<file path="config.mk">
export PLATFORM = sky130hd
export DESIGN_NAME = hdmi_tx
export DESIGN_NICKNAME = d
export VERILOG_FILES = /design/src/design/hdmi_pkg.sv /design/src/design/video_timing.sv /design/src/design/pattern_source.sv /design/src/design/tmds_encoder.sv /design/src/design/serializer.sv /design/src/design/apb_regs.sv /design/src/design/hdmi_tx.sv
export SDC_FILE = /design/constraint.sdc
export NUM_CORES = 1
export LEC_CHECK = 0
export BUFFER_PORTS_ARGS = -buffer_cell sky130_fd_sc_hd__buf_2
export CAP_MARGIN = 20
export CORE_MARGIN = 3
export CORE_UTILIZATION = 55
export DETAILED_ROUTE_END_ITERATION = 10
export PLACE_DENSITY = 0.8
export SLEW_MARGIN = 10
export SYNTH_ARGS = -nofsm -noshare
export SYNTH_HDL_FRONTEND = slang
export SYNTH_SLANG_ARGS = --single-unit
</file>
<file path="constraint.sdc">
create_clock -name clk_pixel_x5 -period 18.6 [get_ports clk_pixel_x5]
set_clock_uncertainty 0.15 [all_clocks]
set_input_delay 5.58 -clock clk_pixel_x5 [delete_from_list [all_inputs] [get_ports clk_pixel_x5]]
set_output_delay 5.58 -clock clk_pixel_x5 [all_outputs]
set_load 0.05 [all_outputs]
</file>
<file path="src/design/hdmi_pkg.sv">
`default_nettype none

package hdmi_pkg;

    // Horizontal frame geometry in pixels
    localparam int h_active = 16;
    localparam int h_front  = 2;
    localparam int h_sync   = 4;
    localparam int h_back   = 4;
    localparam int h_total  = h_active + h_front + h_sync + h_back;

    // Vertical frame geometry in lines
    localparam int v_active = 4;
    localparam int v_front  = 1;
    localparam int v_sync   = 2;
    localparam int v_back   = 2;
    localparam int v_total  = v_active + v_front + v_sync + v_back;

    localparam int h_cnt_w = $clog2(h_total);
    localparam int v_cnt_w = $clog2(v_total);

    // Fast clocks per pixel
    localparam int strobe_div = 5;

    // Control symbols, indexed by {c1, c0}
    localparam logic [9:0] tmds_ctrl0 = 10'b1101010100;
    localparam logic [9:0] tmds_ctrl1 = 10'b0010101011;
    localparam logic [9:0] tmds_ctrl2 = 10'b0101010100;
    localparam logic [9:0] tmds_ctrl3 = 10'b1010101011;

    // LSB goes out first, so five zeros then five ones on the wire
    localparam logic [9:0] clock_lane_word = 10'b11111_00000;

    // APB byte addresses
    localparam logic [3:0] addr_ctrl   = 4'h0;
    localparam logic [3:0] addr_color  = 4'h4;
    localparam logic [3:0] addr_status = 4'h8;

    typedef enum logic [1:0] {
        pat_solid = 2'd0,
        pat_bars  = 2'd1,
        pat_ramp  = 2'd2
    } pattern_t;

endpackage

`default_nettype wire

</file>
<file path="src/design/video_timing.sv">
`timescale 1ns/100ps
`default_nettype none

module video_timing
(
    input  logic                          clk_pixel_x5,
    input  logic                          arst_n,
    output logic                          pix_strobe,
    output logic [hdmi_pkg::h_cnt_w-1:0]  h_cnt,
    output logic [hdmi_pkg::v_cnt_w-1:0]  v_cnt,
    output logic                          hsync,
    output logic                          vsync,
    output logic                          de,
    output logic [15:0]                   frame_count
);

    logic [$clog2(hdmi_pkg::strobe_div)-1:0] div_cnt;
    logic [hdmi_pkg::h_cnt_w-1:0]            h_next;
    logic [hdmi_pkg::v_cnt_w-1:0]            v_next;

    // Divide by five, strobe is high in the last cycle of each pixel
    always_ff @(posedge clk_pixel_x5 or negedge arst_n)
    begin
        if (!arst_n)
        begin
            div_cnt    <= '0;
            pix_strobe <= 1'b0;
        end
        else
        begin
            if (div_cnt == $bits(div_cnt)'(hdmi_pkg::strobe_div - 1))
                div_cnt <= '0;
            else
                div_cnt <= div_cnt + 1'b1;
            pix_strobe <= (div_cnt == $bits(div_cnt)'(hdmi_pkg::strobe_div - 2));
        end
    end

    always_comb
    begin
        h_next = h_cnt + 1'b1;
        v_next = v_cnt;
        if (h_cnt == hdmi_pkg::h_cnt_w'(hdmi_pkg::h_total - 1))
        begin
            h_next = '0;
            if (v_cnt == hdmi_pkg::v_cnt_w'(hdmi_pkg::v_total - 1))
                v_next = '0;
            else
                v_next = v_cnt + 1'b1;
        end
    end

    // Flags are computed from the next position so they move with the counters
    always_ff @(posedge clk_pixel_x5 or negedge arst_n)
    begin
        if (!arst_n)
        begin
            h_cnt       <= '0;
            v_cnt       <= '0;
            hsync       <= 1'b0;
            vsync       <= 1'b0;
            // (0,0) is an active pixel
            de          <= 1'b1;
            frame_count <= '0;
        end
        else if (pix_strobe)
        begin
            h_cnt <= h_next;
            v_cnt <= v_next;
            hsync <= (h_next >= hdmi_pkg::h_cnt_w'(hdmi_pkg::h_active + hdmi_pkg::h_front)) &&
                     (h_next < hdmi_pkg::h_cnt_w'(hdmi_pkg::h_active + hdmi_pkg::h_front +
                                                  hdmi_pkg::h_sync));
            vsync <= (v_next >= hdmi_pkg::v_cnt_w'(hdmi_pkg::v_active + hdmi_pkg::v_front)) &&
                     (v_next < hdmi_pkg::v_cnt_w'(hdmi_pkg::v_active + hdmi_pkg::v_front +
                                                  hdmi_pkg::v_sync));
            de    <= (h_next < hdmi_pkg::h_cnt_w'(hdmi_pkg::h_active)) &&
                     (v_next < hdmi_pkg::v_cnt_w'(hdmi_pkg::v_active));
            if (h_next == '0 && v_next == '0)
                frame_count <= frame_count + 1'b1;
        end
    end

    a_strobe_single: assert property (@(posedge clk_pixel_x5) disable iff (!arst_n)
        pix_strobe |=> !pix_strobe);

endmodule

`default_nettype wire

</file>
<file path="src/design/pattern_source.sv">
`timescale 1ns/100ps
`default_nettype none

module pattern_source
(
    input  logic                          clk_pixel_x5,
    input  logic                          arst_n,
    input  logic                          pix_strobe,
    input  logic [hdmi_pkg::h_cnt_w-1:0]  h_cnt,
    input  logic [hdmi_pkg::v_cnt_w-1:0]  v_cnt,
    input  logic                          de_in,
    input  logic                          hsync_in,
    input  logic                          vsync_in,
    input  logic                          enable,
    input  hdmi_pkg::pattern_t            pattern,
    input  logic [23:0]                   solid_color,
    output logic [7:0]                    red,
    output logic [7:0]                    green,
    output logic [7:0]                    blue,
    output logic                          de,
    output logic                          hsync,
    output logic                          vsync
);

    logic        active;
    logic [7:0]  ramp;
    logic [23:0] pix;

    assign active = (h_cnt < hdmi_pkg::h_cnt_w'(hdmi_pkg::h_active)) &&
                    (v_cnt < hdmi_pkg::v_cnt_w'(hdmi_pkg::v_active));

    // h_cnt times 16
    assign ramp = {h_cnt[3:0], 4'h0};

    always_comb
    begin
        pix = '0;
        if (enable && active)
        begin
            case (pattern)
                hdmi_pkg::pat_solid: pix = solid_color;
                // Bar index is h_cnt / 2, one bit per component
                hdmi_pkg::pat_bars:  pix = {{8{h_cnt[3]}}, {8{h_cnt[2]}}, {8{h_cnt[1]}}};
                hdmi_pkg::pat_ramp:  pix = {ramp, ramp, ramp};
                default:             pix = '0;
            endcase
        end
    end

    always_ff @(posedge clk_pixel_x5)
    begin
        if (pix_strobe)
            {red, green, blue} <= pix;
    end

    always_ff @(posedge clk_pixel_x5 or negedge arst_n)
    begin
        if (!arst_n)
        begin
            de    <= 1'b0;
            hsync <= 1'b0;
            vsync <= 1'b0;
        end
        else if (pix_strobe)
        begin
            de    <= de_in;
            hsync <= hsync_in;
            vsync <= vsync_in;
        end
    end

endmodule

`default_nettype wire

</file>
<file path="src/design/tmds_encoder.sv">
`timescale 1ns/100ps
`default_nettype none

module tmds_encoder
(
    input  logic       clk_pixel_x5,
    input  logic       arst_n,
    input  logic       pix_strobe,
    input  logic [7:0] data,
    input  logic       c0,
    input  logic       c1,
    input  logic       de,
    output logic [9:0] symbol
);

    logic [3:0]        n1_d;
    logic [3:0]        n1_q;
    logic              use_xnor;
    logic [8:0]        q_m;
    logic [9:0]        q_out;
    logic [9:0]        ctrl_sym;
    // Ones minus zeros of q_m[7:0]
    logic signed [5:0] diff;
    logic signed [5:0] disp;
    logic signed [5:0] disp_next;

    // Stage 1, transition minimisation
    always_comb
    begin
        n1_d     = 4'($countones(data));
        use_xnor = (n1_d > 4'd4) || (n1_d == 4'd4 && !data[0]);
        q_m[0]   = data[0];
        for (int i = 1; i < 8; i++)
        begin
            q_m[i] = use_xnor ? ~(q_m[i-1] ^ data[i]) : (q_m[i-1] ^ data[i]);
        end
        q_m[8] = ~use_xnor;
        n1_q   = 4'($countones(q_m[7:0]));
        diff   = $signed({1'b0, n1_q, 1'b0}) - 6'sd8;
    end

    // Stage 2, DC balance against the running disparity
    always_comb
    begin
        if (disp == 6'sd0 || diff == 6'sd0)
        begin
            q_out     = {~q_m[8], q_m[8], q_m[8] ? q_m[7:0] : ~q_m[7:0]};
            disp_next = q_m[8] ? disp + diff : disp - diff;
        end
        else if ((disp > 6'sd0 && diff > 6'sd0) || (disp < 6'sd0 && diff < 6'sd0))
        begin
            q_out     = {1'b1, q_m[8], ~q_m[7:0]};
            disp_next = disp - diff + (q_m[8] ? 6'sd2 : 6'sd0);
        end
        else
        begin
            q_out     = {1'b0, q_m[8], q_m[7:0]};
            disp_next = disp + diff - (q_m[8] ? 6'sd0 : 6'sd2);
        end
    end

    always_comb
    begin
        case ({c1, c0})
            2'b00:   ctrl_sym = hdmi_pkg::tmds_ctrl0;
            2'b01:   ctrl_sym = hdmi_pkg::tmds_ctrl1;
            2'b10:   ctrl_sym = hdmi_pkg::tmds_ctrl2;
            default: ctrl_sym = hdmi_pkg::tmds_ctrl3;
        endcase
    end

    always_ff @(posedge clk_pixel_x5 or negedge arst_n)
    begin
        if (!arst_n)
        begin
            symbol <= '0;
            disp   <= '0;
        end
        else if (pix_strobe)
        begin
            if (de)
            begin
                symbol <= q_out;
                disp   <= disp_next;
            end
            else
            begin
                // Blanking restarts the balance
                symbol <= ctrl_sym;
                disp   <= '0;
            end
        end
    end

    a_disp_bounded: assert property (@(posedge clk_pixel_x5) disable iff (!arst_n)
        pix_strobe |=> (disp <= 6'sd8) && (disp >= -6'sd8));

endmodule

`default_nettype wire

</file>
<file path="src/design/serializer.sv">
`timescale 1ns/100ps
`default_nettype none

module serializer
(
    input  logic       clk_pixel_x5,
    input  logic       arst_n,
    input  logic       pix_strobe,
    input  logic [9:0] tmds_word_0,
    input  logic [9:0] tmds_word_1,
    input  logic [9:0] tmds_word_2,
    output logic [1:0] tmds_0,
    output logic [1:0] tmds_1,
    output logic [1:0] tmds_2,
    output logic [1:0] tmds_clock
);

    // Lane 3 is the clock lane
    logic [3:0][9:0] shreg;

    always_ff @(posedge clk_pixel_x5 or negedge arst_n)
    begin
        if (!arst_n)
        begin
            shreg <= '0;
        end
        else if (pix_strobe)
        begin
            shreg <= {hdmi_pkg::clock_lane_word, tmds_word_2, tmds_word_1, tmds_word_0};
        end
        else
        begin
            for (int i = 0; i < 4; i++)
            begin
                shreg[i] <= {2'b00, shreg[i][9:2]};
            end
        end
    end

    // Pair bit 0 is the earlier bit of the two
    assign tmds_0     = shreg[0][1:0];
    assign tmds_1     = shreg[1][1:0];
    assign tmds_2     = shreg[2][1:0];
    assign tmds_clock = shreg[3][1:0];

    a_load_period: assert property (@(posedge clk_pixel_x5) disable iff (!arst_n)
        pix_strobe |=> !pix_strobe [*hdmi_pkg::strobe_div-1] ##1 pix_strobe);

endmodule

`default_nettype wire

</file>
<file path="src/design/apb_regs.sv">
`timescale 1ns/100ps
`default_nettype none

module apb_regs
(
    input  logic               clk_pixel_x5,
    input  logic               arst_n,
    input  logic               psel,
    input  logic               penable,
    input  logic               pwrite,
    input  logic [3:0]         paddr,
    input  logic [31:0]        pwdata,
    output logic [31:0]        prdata,
    output logic               pready,
    output logic               pslverr,
    input  logic [15:0]        frame_count,
    output logic               enable,
    output hdmi_pkg::pattern_t pattern,
    output logic [23:0]        solid_color
);

    logic        setup;
    logic        access;
    logic        addr_err;
    logic [31:0] rdata;

    assign setup  = psel && !penable;
    assign access = psel && penable;
    assign pready = 1'b1;

    always_comb
    begin
        addr_err = 1'b0;
        rdata    = '0;
        case (paddr)
            hdmi_pkg::addr_ctrl:   rdata = {29'd0, pattern, enable};
            hdmi_pkg::addr_color:  rdata = {8'd0, solid_color};
            hdmi_pkg::addr_status:
            begin
                rdata    = {16'd0, frame_count};
                addr_err = pwrite;
            end
            default:               addr_err = 1'b1;
        endcase
    end

    // Response is captured in setup and held through the access cycle
    always_ff @(posedge clk_pixel_x5 or negedge arst_n)
    begin
        if (!arst_n)
        begin
            prdata  <= '0;
            pslverr <= 1'b0;
        end
        else if (setup)
        begin
            prdata  <= (pwrite || addr_err) ? '0 : rdata;
            pslverr <= addr_err;
        end
        else
        begin
            prdata  <= '0;
            pslverr <= 1'b0;
        end
    end

    always_ff @(posedge clk_pixel_x5 or negedge arst_n)
    begin
        if (!arst_n)
        begin
            enable      <= 1'b0;
            pattern     <= hdmi_pkg::pat_solid;
            solid_color <= '0;
        end
        else if (access && pwrite && !addr_err)
        begin
            if (paddr == hdmi_pkg::addr_ctrl)
            begin
                enable  <= pwdata[0];
                pattern <= hdmi_pkg::pattern_t'(pwdata[2:1]);
            end
            if (paddr == hdmi_pkg::addr_color)
                solid_color <= pwdata[23:0];
        end
    end

    a_penable_psel: assert property (@(posedge clk_pixel_x5) disable iff (!arst_n)
        penable |-> psel);

endmodule

`default_nettype wire

</file>
<file path="src/design/hdmi_tx.sv">
`timescale 1ns/100ps
`default_nettype none

module hdmi_tx
(
    input  logic        clk_pixel_x5,
    input  logic        arst_n,
    input  logic        psel,
    input  logic        penable,
    input  logic        pwrite,
    input  logic [3:0]  paddr,
    input  logic [31:0] pwdata,
    output logic [31:0] prdata,
    output logic        pready,
    output logic        pslverr,
    output logic [1:0]  tmds_0,
    output logic [1:0]  tmds_1,
    output logic [1:0]  tmds_2,
    output logic [1:0]  tmds_clock
);

    logic                         pix_strobe;
    logic [hdmi_pkg::h_cnt_w-1:0] h_cnt;
    logic [hdmi_pkg::v_cnt_w-1:0] v_cnt;
    logic                         hsync_t;
    logic                         vsync_t;
    logic                         de_t;
    logic [15:0]                  frame_count;
    logic                         enable;
    hdmi_pkg::pattern_t           pattern;
    logic [23:0]                  solid_color;
    logic [7:0]                   red;
    logic [7:0]                   green;
    logic [7:0]                   blue;
    logic                         de_p;
    logic                         hsync_p;
    logic                         vsync_p;
    logic [9:0]                   tmds_word_0;
    logic [9:0]                   tmds_word_1;
    logic [9:0]                   tmds_word_2;

    video_timing timing0
    (
        .clk_pixel_x5 (clk_pixel_x5),
        .arst_n       (arst_n),
        .pix_strobe   (pix_strobe),
        .h_cnt        (h_cnt),
        .v_cnt        (v_cnt),
        .hsync        (hsync_t),
        .vsync        (vsync_t),
        .de           (de_t),
        .frame_count  (frame_count)
    );

    pattern_source pattern0
    (
        .clk_pixel_x5 (clk_pixel_x5),
        .arst_n       (arst_n),
        .pix_strobe   (pix_strobe),
        .h_cnt        (h_cnt),
        .v_cnt        (v_cnt),
        .de_in        (de_t),
        .hsync_in     (hsync_t),
        .vsync_in     (vsync_t),
        .enable       (enable),
        .pattern      (pattern),
        .solid_color  (solid_color),
        .red          (red),
        .green        (green),
        .blue         (blue),
        .de           (de_p),
        .hsync        (hsync_p),
        .vsync        (vsync_p)
    );

    apb_regs regs0
    (
        .clk_pixel_x5 (clk_pixel_x5),
        .arst_n       (arst_n),
        .psel         (psel),
        .penable      (penable),
        .pwrite       (pwrite),
        .paddr        (paddr),
        .pwdata       (pwdata),
        .prdata       (prdata),
        .pready       (pready),
        .pslverr      (pslverr),
        .frame_count  (frame_count),
        .enable       (enable),
        .pattern      (pattern),
        .solid_color  (solid_color)
    );

    // Sync rides on the blue channel only
    tmds_encoder enc0
    (
        .clk_pixel_x5 (clk_pixel_x5),
        .arst_n       (arst_n),
        .pix_strobe   (pix_strobe),
        .data         (blue),
        .c0           (hsync_p),
        .c1           (vsync_p),
        .de           (de_p),
        .symbol       (tmds_word_0)
    );

    tmds_encoder enc1
    (
        .clk_pixel_x5 (clk_pixel_x5),
        .arst_n       (arst_n),
        .pix_strobe   (pix_strobe),
        .data         (green),
        .c0           (1'b0),
        .c1           (1'b0),
        .de           (de_p),
        .symbol       (tmds_word_1)
    );

    tmds_encoder enc2
    (
        .clk_pixel_x5 (clk_pixel_x5),
        .arst_n       (arst_n),
        .pix_strobe   (pix_strobe),
        .data         (red),
        .c0           (1'b0),
        .c1           (1'b0),
        .de           (de_p),
        .symbol       (tmds_word_2)
    );

    serializer ser0
    (
        .clk_pixel_x5 (clk_pixel_x5),
        .arst_n       (arst_n),
        .pix_strobe   (pix_strobe),
        .tmds_word_0  (tmds_word_0),
        .tmds_word_1  (tmds_word_1),
        .tmds_word_2  (tmds_word_2),
        .tmds_0       (tmds_0),
        .tmds_1       (tmds_1),
        .tmds_2       (tmds_2),
        .tmds_clock   (tmds_clock)
    );

endmodule

`default_nettype wire

</file>
# [Word-level counts from Yosys, hierarchy flattened]
# Index checks and enable logic that the tools add are counted.
# Widths: inputs -> output; s select.
[word_totals] inputBits=41 wordCells=286 ff_bits=207 out_inout_bits=42
[classes] mux=63 bitwise=48 addsub=61 eq_ne=13 reduce_logical=49 magnitude_cmp=23
[op_table] op="$pmux 24 s3" n=2
[op_table] op="$mux 10" n=9
[op_table] op="$add 4x4->4" n=18
[op_table] op="$mux 6" n=12
[op_table] op="$add 1x1->2" n=24
[op_table] op="$mux 40" n=1
[op_table] op="$add 6x6->6" n=6
[op_table] op="$gt 6x1->1 const B" n=6
[op_table] op="$logic_not 6->1" n=6
[op_table] op="$lt 6x1->1 const B" n=6
[op_table] op="$sub 6x6->6" n=6
[op_table] op="$mux 32" n=1
[op_table] op="$pmux 10 s3" n=1
[op_table] op="$mux 24" n=1
[op_table] op="$mux 8" n=3
[op_table] op="$not 1->1" n=24
[op_table] op="$not 8->8" n=3
[op_table] op="$mux 1" n=22
[op_table] op="$xor 1x1->1" n=21
[op_table] op="$logic_and 1x1->1" n=19
[op_table] op="$sub 5x4->6 const B" n=3
[op_table] op="$add 16x1->16 const B" n=1
[op_table] op="$eq 4x3->1 const B" n=4
[op_table] op="$lt 5x5->1 const B" n=3
[op_table] op="25 further kinds" n=55

# [Longest topological paths before layout]
[depth] ltp_word=35 depth_mapped=29 depth_no_buf=28

# [Cells and area by module]
# Synthesis repeated with hierarchy kept, for this count alone.
[hier_totals] cells_unflattened=1234 area_unflattened_um2=13186.4
[modules_own_cells] module="tmds_encoder at enc2" instances=1 area_per_inst_um2=2179.6 seq_area_each_um2=375.4 cells_each=233
[modules_own_cells] module="tmds_encoder at enc0" instances=1 area_per_inst_um2=2138.3 seq_area_each_um2=375.4 cells_each=239
[modules_own_cells] module="apb_regs" instances=1 area_per_inst_um2=2107.0 seq_area_each_um2=1301.2 cells_each=156
[modules_own_cells] module="tmds_encoder at enc1" instances=1 area_per_inst_um2=2082.0 seq_area_each_um2=375.4 cells_each=233
[modules_own_cells] module="video_timing" instances=1 area_per_inst_um2=1921.8 seq_area_each_um2=802.0 cells_each=179
[modules_own_cells] module="serializer" instances=1 area_per_inst_um2=1477.7 seq_area_each_um2=950.9 cells_each=87
[modules_own_cells] module="pattern_source" instances=1 area_per_inst_um2=1276.2 seq_area_each_um2=795.8 cells_each=106
[modules_own_cells] module="hdmi_tx" instances=1 area_per_inst_um2=3.8 seq_area_each_um2=0.0 cells_each=1

# [Worst setup path before layout]
# No wires, ideal clock.
[synth_timing] kind="input port to flip-flop" startpoint="in paddr[1]" endpoint="reg regs0.solid_color[10]" path_stages=5 path_buffers=1 path_slack_ns=11.315 arrival_time_ns=7.010 required_ns=18.325 setup_ns=0.125 path_cell_list="nor3_1 nand2_1 nor2_1 clkbuf_1 mux2_2"
[synth_between] elab_chain_len=6 elab_cells_between_ends=8 classes_between="2 x eq/ne; 1 x mux; 5 x reduce/logical"
[synth_lines] element="start, declared" line="hdmi_tx.sv:11" source="input logic [3:0] paddr,"
[synth_lines] element="$eq 4x3->1 or $logic_not 4->1 (tied branches)" line="apb_regs.sv:35, apb_regs.sv:82"
[synth_lines] element="$reduce_or 2->1 (no source line)"
[synth_lines] element="$pmux 1 s2" line="apb_regs.sv:35" source="case (paddr)"
[synth_lines] element="$logic_not 1->1" line="apb_regs.sv:75" source="else if (access && pwrite && !addr_err)"
[synth_lines] element="$logic_and 1x1->1" line="apb_regs.sv:75"
[synth_lines] element="$reduce_and 2->1 (no source line) (*)"
[synth_lines] element="end signal, assigned" line="apb_regs.sv:83" source="solid_color <= pwdata[23:0];"
[synth_lines] element="end, declared" line="apb_regs.sv:19" source="output logic [23:0] solid_color"
# Mark *: on every way between the ends. The rest lies on a longest branch, timed or not.
# A chain may end at the register's enable or synchronous reset.

# [Worst setup path after layout]
[layout_timing] startpoint="reg pattern0.red[0]" endpoint="reg enc2.symbol[5]"
[layout_between] elab_chain_len=35 elab_cells_between_ends=49 classes_between="11 x add/sub; 3 x order compare; 1 x eq/ne; 11 x mux; 15 x bitwise; 8 x reduce/logical"
[layout_lines] element="start, declared" line="pattern_source.sv:17" source="output logic [7:0] red,"
[layout_lines] element="start signal, assigned" line="pattern_source.sv:53" source="{red, green, blue} <= pix;"
[layout_lines] element="parallel branches: the longest is 33 deep, another holds $add 4x4->4"
[layout_lines] element="$mux 10 (*)" line="tmds_encoder.sv:45" source="if (disp == 6'sd0 || diff == 6'sd0)"
[layout_lines] element="$mux 10 (*)" line="tmds_encoder.sv:81" source="if (de)"
[layout_lines] element="end signal, assigned" line="tmds_encoder.sv:83" source="symbol <= q_out;"
[layout_lines] element="end signal, assigned" line="tmds_encoder.sv:89" source="symbol <= ctrl_sym;"
[layout_lines] element="end, declared" line="tmds_encoder.sv:13" source="output logic [9:0] symbol"
# Every way passes the cells marked *.

==> out/results.ini <==
[setup_path]
worst-endpoint-arrival_ns=8.32
start_kind=flip-flop
cpMaxStageDelayCell=o22ai_1
crit_top_cell=inv_1
r2r_cells=25
crit_buf_inv=6
max_stage_delay_ns=0.83
r2r-start=pattern0.red[0]
r2r_end=enc2.symbol[5]
critPathRequiredTime_ns=18.79
crit_type=flip-flop to flip-flop
path_delay_family=adder cells
cp-end-kind=flip-flop
regToRegSetupSlack_ns=10.46
crit_end=enc2.symbol[5]
path_depth=25
cp_max_fo=13
startpoint=pattern0.red[0]

[grt]
grt_max_degree=95
grt_usage_pct=21.4
grt_pass1_vias=8399
overflow=0
grt_antenna_before_repair=0
grt_pass1_wl_um=41900

[timing]
final.min_clock_period_ns=8.14
worst_pin_slew_ns=1.08
final_max_slew_viol_count=0
timing.fmax_mhz=123
finalSetupViolCount=0
finalSetupTns_ns=0
hold_slack_ns=0.277
maxSlewHeadroom_pct=27.9
fin_crit_sh_pct=43.8
rsz0062_at_grt=no
setup_slack_ns=10.46
hold_viol=0

[hold_path]
hp-class=flip-flop to flip-flop
hp-start=ser0.shreg[38]

[place]
dp_hpwl_um=17400
io_buffers=65
gp_congestion=0.896
place_ws_ns=10.51
place_area_um2=12400
dp_cells=1412

[clocking]
postCtsSetupRepairBufs=0
cts_tree=done
cts_sinks=194
clock_path_buffers=2
cts_resized=0
cts_hold_buf=0
clk_latency_ns=0.45
clk_pin_slew_ns=0.07
htree_levels=4
clockRootBuffer=clkbuf_16
numCtsBuffers=17

[die]
die_w_um=154
rows=53
core_area_um2=21200
initial_core_util_pct=56.6
dieArea_um2=23600
ioPinCount=83
die_h_um=154

[final_layout]
antenna_cells=0
area.sequential_um2=4980
final_cell_mix=dfrtp_1, ha_1, inv_1, xnor2_1, a21oi_1
fin_util_pct=61.5
syn2layout_area_growth_pct=8.70
nFillCells=1748
fin_cells=1446
final_cell_area_um2=13100
nNetsFinal=1313
multiInputGateArea_um2=6430
layout_commonest_cell=dfrtp_1
drive_gt1_share_pct=16.1

[route]
finalWirelength_um=24500
vias=8312
drc=0
via_per_inst=5.75
wl_per_cell_um=16.9
ant_nets=0
drtIter0Drc=474
first_pass_iters=5

[yosys]
ys_types=80
ys_ff_latch=194
synth-seq-area-share_pct=41.4
synth_edf_count=24
synth_cells=1128
netlist_area_um2=12000
synth-async-reset-ratio_pct=87.6
synth.avg_cell_area_um2=10.6
yosysWarnings=0
synth_ff_type=dfrtp_1

[pwr]
power.density_nw_per_um2=66.6
power_mw=0.869
ir_drop_uv=65.8
p_leak_nw=6.06

[run_status]
outcome=finished, final reports clean

[job]
max_cap_viol_count=0

power by group:
group          internal, mW  switching, mW  total (mW)  leakage [nW]
Clock                 0.200          0.179       0.379         0.303
Sequential            0.437         0.0100       0.447          2.48
Combinational        0.0171         0.0258      0.0429          3.28
Total                 0.654          0.215       0.869          6.06
how the worst min path moves through the flow:
stage | end | cells after the start | slack (ns)
6_report | ser0.shreg[37] | 1 | 0.28
5_1_grt | ser0.shreg[37] | 1 | 0.30
4_1_cts | ser0.shreg[37] | 1 | 0.28
3_5_place_dp | ser0.shreg[37] | 1 | 0.26
3_3_place_gp | ser0.shreg[37] | 1 | 0.26
2_1_floorplan | ser0.shreg[37] | 1 | 0.26
kinds of logic (layout without fill, tap and decap cells):
logic type	count (synthesis)	after routing	synth area share, %
buffers and inverters	146	182	5.26
adder cells (fa/ha/maj)	114	114	13.6
AO/OA/AOI/OAI	223	223	12.6
multiplexers	71	71	6.55
other	2	9	0.0625
AND/OR/NAND/NOR	266	266	12.1
flip-flops	194	194	41.4
XOR/XNOR	112	112	8.35
layout make-up:
class                   instances  area share, %
flip-flops and latches        194           38.1
repair buffers                 71           3.04
inverters                      79           2.27
well taps                     275           2.64
clock inverters                14           1.20
clock buffers                  18           3.45
multi-input cells             795           49.3
metal layers:
| layer | vias up | routed length [µm] | GRT usage (%) |
|---|---|---|---|
| li1 | 3959 | - | - |
| met1 | 4120 | 11300 | 30.2 |
| met2 | 200 | 11700 | 34.3 |
| met3 | 33 | 1100 | 3.69 |
| met4 | 0 | 416 | 6.43 |
| met5 | - | 0 | 0 |
state kept, by name, indices dropped and copies added, names as in the netlist, 2 cells and up:
register	cells
regs0.solid_color	24
pattern0.red	8
timing0.div_cnt	3
ser0.shreg	30
pattern0.blue	8
timing0.v_cnt	4
enc0.disp	5
timing0.frame_count	16
ser0.tmds_0	2
ser0.tmds_clock	2
pattern0.green	8
enc2.symbol	10
regs0.pattern	2
enc1.symbol	10
enc1.disp	5
ser0.tmds_2	2
timing0.h_cnt	5
enc0.symbol	10
regs0.prdata	24
ser0.tmds_1	2
enc2.disp	5
synthesized netlist by cell type, types with 10 or more instances:
cell type,n,share of area [%]
inv_1,76,2.4
xor2_1,41,3.0
nand2b_1,34,1.8
xnor2_1,68,5.0
a21o_1,13,0.81
nor3_1,17,0.71
nor2_1,61,1.9
nand2_1,36,1.1
a22oi_1,20,1.2
ha_1,86,9.0
clkbuf_1,43,1.3
and3_1,14,0.73
mux2i_1,10,0.83
and2_1,20,1.0
a21oi_1,67,2.8
o21ai_0,29,1.2
nand3_1,21,0.87
nor2b_1,13,0.68
fa_1,28,4.7
dfrtp_1,169,35
a22o_1,12,0.87
edfxtp_1,24,6.0
mux2_2,61,5.7
a21boi_0,10,0.62
buf_4,19,1.2
worst reg2reg max path, stage by stage, from the launching register on:
cell      delay [ns]
edfxtp_1        0.49
ha_1            0.27
fa_1            0.54
inv_1           0.06
fa_1            0.53
inv_1           0.05
ha_1            0.27
or3b_2          0.50
a21oi_4         0.35
xnor2_1         0.26
nor2_1          0.13
fa_1            0.52
inv_1           0.06
fa_1            0.53
inv_1           0.04
ha_1            0.18
inv_1           0.06
fa_1            0.46
inv_1           0.11
ha_1            0.14
or3b_2          0.47
o22ai_1         0.83
a221o_1         0.51
xor2_2          0.22
xor2_1          0.09
a22o_1          0.20
Power figures use the tool's default switching activity.
